==> src/lanePkg.sv <==
// Lane datapath definitions
// Data word, register index and register file sizing shared by the lane

`default_nettype none

package lanePkg;

	////////////////////
	// Sizing
	////////////////////

	localparam int NUM_REGS  = 32;               // Register file depth
	localparam int NUM_PORTS = 4;                // Register file read ports
	localparam int NUM_SRCS  = 3;                // ALU operands per instruction

	localparam int DATA_W    = 32;               // Lane word width
	localparam int INDEX_W   = $clog2(NUM_REGS); // 5 bits for 32 entries

	////////////////////
	// Datapath types
	////////////////////

	typedef logic [DATA_W-1:0]  data_t;          // One lane data word, unsigned
	typedef logic [INDEX_W-1:0] index_t;         // Register file index

endpackage

`default_nettype wire

==> src/opPkg.sv <==
// Lane operation definitions
// ALU opcode encoding and the path-select word with its two readings

`default_nettype none

package opPkg;

	////////////////////
	// ALU opcodes
	////////////////////

	typedef enum logic [2:0] {
		OP_ADD = 3'h0,  // a + b
		OP_SUB = 3'h1,  // a - b
		OP_MAD = 3'h2,  // Low word of a * b + c
		OP_AND = 3'h3,  // a & b
		OP_XOR = 3'h4,  // a ^ b
		OP_SEL = 3'h5   // c != 0 ? a : b
	} aluOp_t;

	////////////////////
	// Path select
	////////////////////

	// Operand view, one read-port pick per ALU source
	typedef struct packed {
		logic [1:0] src3Path;   // Port for operand 3
		logic [1:0] src2Path;   // Port for operand 2
		logic [1:0] src1Path;   // Port for operand 1
	} srcPaths_t;

	// Side-path view, only the low field matters
	typedef struct packed {
		logic [3:0] unused;     // Ignored by the PAC path
		logic [1:0] pacPath;    // Port sent out on the side path
	} pacPaths_t;

	// Same 6-bit word, decoded both ways by the operand network
	typedef union packed {
		srcPaths_t src;
		pacPaths_t pac;
	} pathSel_t;

endpackage

`default_nettype wire

==> src/laneRegFile.sv <==
// Lane register file
// 32 words, four combinational read ports and one clocked write port

`timescale 1ns/1ns
`default_nettype none

module laneRegFile
	import lanePkg::*;
(
	input  logic   clock,
	input  logic   rstN,
	input  logic   wrEn,      // Write strobe
	input  index_t wrIdx,     // Write address
	input  data_t  wrData,    // Write word
	input  index_t readIdx1,
	input  index_t readIdx2,
	input  index_t readIdx3,
	input  index_t readIdx4,
	output data_t  rdData1,
	output data_t  rdData2,
	output data_t  rdData3,
	output data_t  rdData4
);

	data_t regs [NUM_REGS];      // Storage array

	////////////////////
	// Write port
	////////////////////

	always_ff @(posedge clock or negedge rstN) begin
		if (!rstN) begin
			for (int i = 0; i < NUM_REGS; i++) begin
				regs[i] <= '0;          // All registers start at zero
			end
		end else if (wrEn) begin
			regs[wrIdx] <= wrData;
		end
	end

	////////////////////
	// Read ports
	////////////////////

	// No read-during-write forwarding here, the network bypass covers it
	assign rdData1 = regs[readIdx1];
	assign rdData2 = regs[readIdx2];
	assign rdData3 = regs[readIdx3];
	assign rdData4 = regs[readIdx4];

endmodule

`default_nettype wire

==> src/laneAlu.sv <==
// Lane ALU
// Three-operand ALU with a registered result that returns as the write-back
// Also registers the side-path word under the same issue

`timescale 1ns/1ns
`default_nettype none

module laneAlu
	import lanePkg::*, opPkg::*;
(
	input  logic   clock,
	input  logic   rstN,
	input  logic   issue,      // Instruction valid this cycle
	input  aluOp_t op,
	input  index_t dstIdx,     // Destination register
	input  data_t  srcData1,   // Operand a
	input  data_t  srcData2,   // Operand b
	input  data_t  srcData3,   // Operand c
	input  data_t  pacIn,      // Side-path word from the network
	output logic   wbValid,
	output index_t wbIdx,
	output data_t  wbData,
	output logic   pacValid,
	output data_t  pacData
);

	data_t aluResult;           // Combinational result

	////////////////////
	// Operation
	////////////////////

	always_comb begin
		case (op)
			OP_ADD: aluResult = srcData1 + srcData2;
			OP_SUB: aluResult = srcData1 - srcData2;
			OP_MAD: aluResult = srcData1 * srcData2 + srcData3;   // Truncated to 32 bits
			OP_AND: aluResult = srcData1 & srcData2;
			OP_XOR: aluResult = srcData1 ^ srcData2;
			OP_SEL: aluResult = (srcData3 != '0) ? srcData1 : srcData2;
			default: aluResult = '0;                              // Unused encodings
		endcase
	end

	////////////////////
	// Output stage
	////////////////////

	// Valid flags follow issue by exactly one cycle
	always_ff @(posedge clock or negedge rstN) begin
		if (!rstN) begin
			wbValid  <= 1'b0;
			pacValid <= 1'b0;
		end else begin
			wbValid  <= issue;
			pacValid <= issue;
		end
	end

	always_ff @(posedge clock) begin
		if (issue) begin
			wbIdx   <= dstIdx;
			wbData  <= aluResult;
			pacData <= pacIn;        // Side word rides with the result
		end
	end

endmodule

`default_nettype wire

==> src/operandNetwork.sv <==
// Lane operand network
// Picks up to three ALU operands from the four read ports, with write-back bypass
// Also steers one read port onto the PAC side path

`timescale 1ns/1ns
`default_nettype none

module operandNetwork
	import lanePkg::*, opPkg::*;
(
	input  logic                issue,
	input  logic [NUM_SRCS-1:0] srcEn,      // Bit 0 for operand 1
	input  pathSel_t            pathSel,
	input  index_t              readIdx1,
	input  index_t              readIdx2,
	input  index_t              readIdx3,
	input  index_t              readIdx4,
	input  data_t               rdData1,
	input  data_t               rdData2,
	input  data_t               rdData3,
	input  data_t               rdData4,
	input  logic                wbValid,    // Write-back from the ALU
	input  index_t              wbIdx,
	input  data_t               wbData,
	output data_t               srcData1,
	output data_t               srcData2,
	output data_t               srcData3,
	output data_t               pacData
);

	index_t     portIdx  [NUM_PORTS];   // Read-port indices
	data_t      portData [NUM_PORTS];   // Read-port words
	logic [1:0] srcPath  [NUM_SRCS];    // Operand view of pathSel
	index_t     selIdx   [NUM_SRCS];    // Index behind each chosen port
	data_t      selData  [NUM_SRCS];    // Word behind each chosen port
	data_t      srcData  [NUM_SRCS];    // Final operands

	////////////////////
	// Port gather
	////////////////////

	assign portIdx[0]  = readIdx1;
	assign portIdx[1]  = readIdx2;
	assign portIdx[2]  = readIdx3;
	assign portIdx[3]  = readIdx4;

	assign portData[0] = rdData1;
	assign portData[1] = rdData2;
	assign portData[2] = rdData3;
	assign portData[3] = rdData4;

	// Operand reading of the select word
	assign srcPath[0]  = pathSel.src.src1Path;
	assign srcPath[1]  = pathSel.src.src2Path;
	assign srcPath[2]  = pathSel.src.src3Path;

	////////////////////
	// Operand select
	////////////////////

	always_comb begin
		for (int i = 0; i < NUM_SRCS; i++) begin
			selIdx[i]  = portIdx[srcPath[i]];
			selData[i] = portData[srcPath[i]];

			if (!issue || !srcEn[i]) begin
				srcData[i] = '0;                        // Disabled operand
			end else if (wbValid && (wbIdx == selIdx[i])) begin
				srcData[i] = wbData;                    // Result not yet in the file
			end else begin
				srcData[i] = selData[i];
			end
		end
	end

	assign srcData1 = srcData[0];
	assign srcData2 = srcData[1];
	assign srcData3 = srcData[2];

	////////////////////
	// PAC side path
	////////////////////

	// Side-path reading of the same word, never gated or bypassed
	assign pacData = portData[pathSel.pac.pacPath];

endmodule

`default_nettype wire

==> src/laneCore.sv <==
// Vector lane top level
// Register file and ALU joined through the operand network
// Write-back takes the file write port ahead of an external load

`timescale 1ns/1ns
`default_nettype none

module laneCore
	import lanePkg::*, opPkg::*;
(
	input  logic                clock,
	input  logic                rstN,
	input  logic                loadEn,     // External register load
	input  index_t              loadIdx,
	input  data_t               loadData,
	input  logic                issue,      // Instruction strobe
	input  aluOp_t              op,
	input  logic [NUM_SRCS-1:0] srcEn,
	input  pathSel_t            pathSel,
	input  index_t              readIdx1,
	input  index_t              readIdx2,
	input  index_t              readIdx3,
	input  index_t              readIdx4,
	input  index_t              dstIdx,
	output logic                wbValid,
	output index_t              wbIdx,
	output data_t               wbData,
	output logic                pacValid,
	output data_t               pacData
);

	data_t  rdData1, rdData2, rdData3, rdData4;   // Register file reads
	data_t  srcData1, srcData2, srcData3;          // ALU operands
	data_t  pacSrc;                                // Side word before the ALU stage
	logic   wrEn;
	index_t wrIdx;
	data_t  wrData;

	////////////////////
	// Write source
	////////////////////

	assign wrEn   = wbValid | loadEn;
	assign wrIdx  = wbValid ? wbIdx  : loadIdx;    // Write-back first
	assign wrData = wbValid ? wbData : loadData;

	////////////////////
	// Datapath
	////////////////////

	laneRegFile laneRegFile_i (
		.clock    (clock),
		.rstN     (rstN),
		.wrEn     (wrEn),
		.wrIdx    (wrIdx),
		.wrData   (wrData),
		.readIdx1 (readIdx1),
		.readIdx2 (readIdx2),
		.readIdx3 (readIdx3),
		.readIdx4 (readIdx4),
		.rdData1  (rdData1),
		.rdData2  (rdData2),
		.rdData3  (rdData3),
		.rdData4  (rdData4)
	);

	operandNetwork operandNetwork_i (
		.issue    (issue),
		.srcEn    (srcEn),
		.pathSel  (pathSel),
		.readIdx1 (readIdx1),
		.readIdx2 (readIdx2),
		.readIdx3 (readIdx3),
		.readIdx4 (readIdx4),
		.rdData1  (rdData1),
		.rdData2  (rdData2),
		.rdData3  (rdData3),
		.rdData4  (rdData4),
		.wbValid  (wbValid),
		.wbIdx    (wbIdx),
		.wbData   (wbData),
		.srcData1 (srcData1),
		.srcData2 (srcData2),
		.srcData3 (srcData3),
		.pacData  (pacSrc)
	);

	laneAlu laneAlu_i (
		.clock    (clock),
		.rstN     (rstN),
		.issue    (issue),
		.op       (op),
		.dstIdx   (dstIdx),
		.srcData1 (srcData1),
		.srcData2 (srcData2),
		.srcData3 (srcData3),
		.pacIn    (pacSrc),
		.wbValid  (wbValid),
		.wbIdx    (wbIdx),
		.wbData   (wbData),
		.pacValid (pacValid),
		.pacData  (pacData)
	);

endmodule

`default_nettype wire

==> config.mk <==
export PLATFORM = sky130hd
export DESIGN_NAME = laneCore
export DESIGN_NICKNAME = d
export VERILOG_FILES = /design/src/lanePkg.sv /design/src/opPkg.sv /design/src/laneRegFile.sv /design/src/laneAlu.sv /design/src/operandNetwork.sv /design/src/laneCore.sv
export SDC_FILE = /design/constraint.sdc
export NUM_CORES = 2
export LEC_CHECK = 0
export BUFFER_PORTS_ARGS = -buffer_cell sky130_fd_sc_hd__buf_2
export CORE_ASPECT_RATIO = 0.5
export CORE_MARGIN = 2
export CORE_UTILIZATION = 47
export CTS_BUF_LIST = sky130_fd_sc_hd__clkbuf_4
export DETAILED_ROUTE_END_ITERATION = 10
export MAX_ROUTING_LAYER = met4
export SYNTH_ARGS = -nofsm -noshare
export SYNTH_HDL_FRONTEND = slang
export SYNTH_SLANG_ARGS = --single-unit
==> constraint.sdc <==
create_clock -name clock -period 17.8 [get_ports clock]
set_input_delay 1.78 -clock clock [delete_from_list [all_inputs] [get_ports clock]]
set_output_delay 1.78 -clock clock [all_outputs]
set_load 0.005 [all_outputs]
==> results.ini <==
[status]
status = complete, no violations

[synthesis]
synth_top_area_share_pct = 27.0
synthDistinctLibCells = 92
synthAdderAreaFrac_pct = 11.7
synth_flop_cell = dfrtp_1
synth_top_family_by_area = multiplexers
synth_xor_area_share_pct = 1.38
yosys-top-cells-area = dfrtp_1, mux4_2, fa_1
ys_seq_area_share_pct = 29.1
synthesis.area_sq_um = 95100
syn_inst = 9104
synth.area.mux_share_pct = 28.2
yosys.area_share.simple_pct = 11.0
syn_area_per_cell_sq_um = 10.4
synth_seq_cells = 1094
post-synth-top-count-cell = dfrtp_1
syn_nets = 9809
ys_async_sr_fraction_pct = 93.7
yosys-top-cells-count = dfrtp_1, nand2_1, nor2_1
synth-compound-area-share_pct = 12.7
synth_top_area_cell = dfrtp_1
synth-edff-count = 69
yosys_warnings = 0

[min_path]
holdCritPathClass = in2async

[floorplan]
initial_core_util_pct = 47.4
die-area_sq_um = 206000
die_h_um = 322
fp-row-count = 116
boundaryPins = 149
core_sq_um = 201000
chipWidth_um = 640

[placement]
port_buffers = 148
dp.cells = 11400
place_congestion = 1.05
dp_hpwl_mm = 281

[sta]
period_minus_slack_ns = 12.52
relSlewSlack_pct = 7.21
setup_viol = 0
tightest_slew_ns = 1.39
finalClockSkew_ns = 0.136
rsz0062_at_grt = false
finalHoldViolCount = 0
fin_worst_hold_slack_ns = 0.437
maxSlewViolCount = 0
fin_crit_sh_pct = 70.3
setup_tns_ns = 0
max_freq_ghz = 0.0799

[final_layout]
nFillCells = 18400
stdcell_count = 12000
drive_above_1_share_pct = 21.1
nets = 9729
area_growth_pct = 7.32

[global_route]
grt.total_usage_pct = 42.1
met1_usage_pct = 52.2
met3_usage_pct = 18.5
grt_pass1_vias = 79400
grt_start_max_net_pins = 150
grt_pass1_wl_mm = 598
antenna_found_initial = 25
use_met2_pct = 57.1
busiest_layer = met2
grt_overflow = 0

[critical_path]
cp_data_required_time_ns = 18.97
worst-setup-path-type = in2reg
end_kind = flop
crit_fanout = 79
cp-start-kind = input pin
crit_path_max_incr_delay_ns = 0.71
critPathSlowestCell = clkinv_1
worst_path_most_repeated_cell = fa_1
cp_data_arrival_time_ns = 13.69

[pwr]
p_leak_nw = 41.0
ir_worst_vdd_mv = 0.0613
p_per_area_nw_per_um2 = 116

[clocking]
numCtsBuffers = 304
cts_tree = built
postCtsSetupRepairBufs = 0
htreeDepth = 5
cts_resized = 0
hold_buffers = 0
clock-sinks = 1094
cts.clk_slew.worst_paths_ns = 0.06
clockRootBuffer = clkbuf_4
clk_path_buf_depth = 4
clkLatencyLatePin_ns = 1.45

[route]
routed_wl_mm = 421
final_antenna_net_count = 0
vias_per_cell = 6.91
drtIter0Drc = 11600
route.detailed.drc = 0
vias = 82700
wl_per_cell_um = 35.2
dr.pass1.iters = 8

[run]
maxCapViolations = 0

cell type report:
cell class,count,area (sq um),share of cell area [%]
Antenna cell,44,110,0.108
Inverter,441,1660,1.62
Tap cell,2714,3400,3.33
Sequential cell,1094,27700,27.2
Timing Repair Buffer,427,3110,3.05
Clock buffer,440,3300,3.24
Multi-Input combinational cell,6756,62500,61.2
Clock inverter,55,265,0.260
routing by layer:
layer | share of wire [%] | up-vias
met4 | 6.9 | 0
met2 | 41 | 6277
met3 | 16 | 1568
met5 | 0 | -
met1 | 36 | 41500
li1 | - | 33300
sequential cells by signal (all words and copies together), names as in the netlist:
signal / cells
laneAlu_i.wbData: 32
laneAlu_i.pacData: 32
laneAlu_i.wbIdx: 5
laneAlu_i.wbValid: 1
laneRegFile_i.regs: 1024
cells by family (layout without fill, tap and decap cells):
logic type	after synthesis	count (layout)
DFF	1094	1094
and+or+nand+nor	2442	2442
buffers and inverters	1254	1363
other	0	44
adders and majority gates	627	627
muxes	1528	1528
xor gates and xnor gates	144	144
AOI/OAI and AO/OA	2015	2015
stage by stage:
| step | utilization [%] | total power, mW | area (sq um) | setup WS (ns) |
|---|---|---|---|---|
| after global routing | 50.9 | 12.5 | 102000 | 4.88 |
| after floorplan | - | 7.55 | 95100 | 6.75 |
| final | 50.9 | 11.9 | 102000 | 5.28 |
| after detailed placement | 49.1 | 9.32 | 98400 | 4.13 |
| after CTS | 50.8 | 11.7 | 102000 | 5.56 |
| after global placement | 49.1 | 9.22 | 98400 | 4.22 |
power breakdown:
| group | internal [mW] | switching, mW |
|---|---|---|
| combinational | 2.35 | 2.67 |
| sequential | 3.38 | 1.15 |
| clock | 1.15 | 1.19 |
| total | 6.87 | 5.01 |
worst max-delay path, delay by kind of cell:
family	cells	cell delay, ns
multiplexers	3	1.44
adder cells (fa/ha/maj)	10	3.99
AND/OR/NAND/NOR	5	0.84
AO/OA/AOI/OAI	9	2.07
XOR/XNOR	1	0.17
buffers and inverters	9	3.21
path summary, 6_finish.rpt:
kind,start,end,slack [ns],cells past startpoint
worst max-delay path,readIdx3[1],laneAlu_i.wbData[31],5.28,37
worst min-delay path,rstN,laneRegFile_i.regs[187],0.44,1
worst max register to register,laneAlu_i.wbIdx[0],laneAlu_i.wbData[31],6.87,29
worst min register to register,laneRegFile_i.regs[895],laneRegFile_i.regs[895],0.54,2
max in group asynchronous,rstN,laneRegFile_i.regs[871],14.11,4
min in group clock,laneRegFile_i.regs[895],laneRegFile_i.regs[895],0.54,2
cells in the final DEF, fill, tap and decap left out, types with 26 or more instances in the layout:
cell type and n:
dfrtp_1 1024, nand2_1 1001, nor2_1 899, mux4_2 883
a21oi_1 649, o21ai_0 636, mux2i_1 555, clkbuf_4 440
fa_1 439, inv_1 414, buf_4 270, a22oi_1 269
ha_1 188, buf_2 133, o22ai_1 119, nand3_1 106
xnor2_1 100, nor2b_1 76, a221oi_1 76, edfxtp_1 69
clkinv_1 59, and2_1 56, o211ai_1 48, diode_2 44
xor2_1 40, nand2b_1 38, mux2_2 29, nor4_1 29
mux4_1 28, nand4_1 27, nor3_1 27, and4_1 26
(Power assumes the default switching activity.)
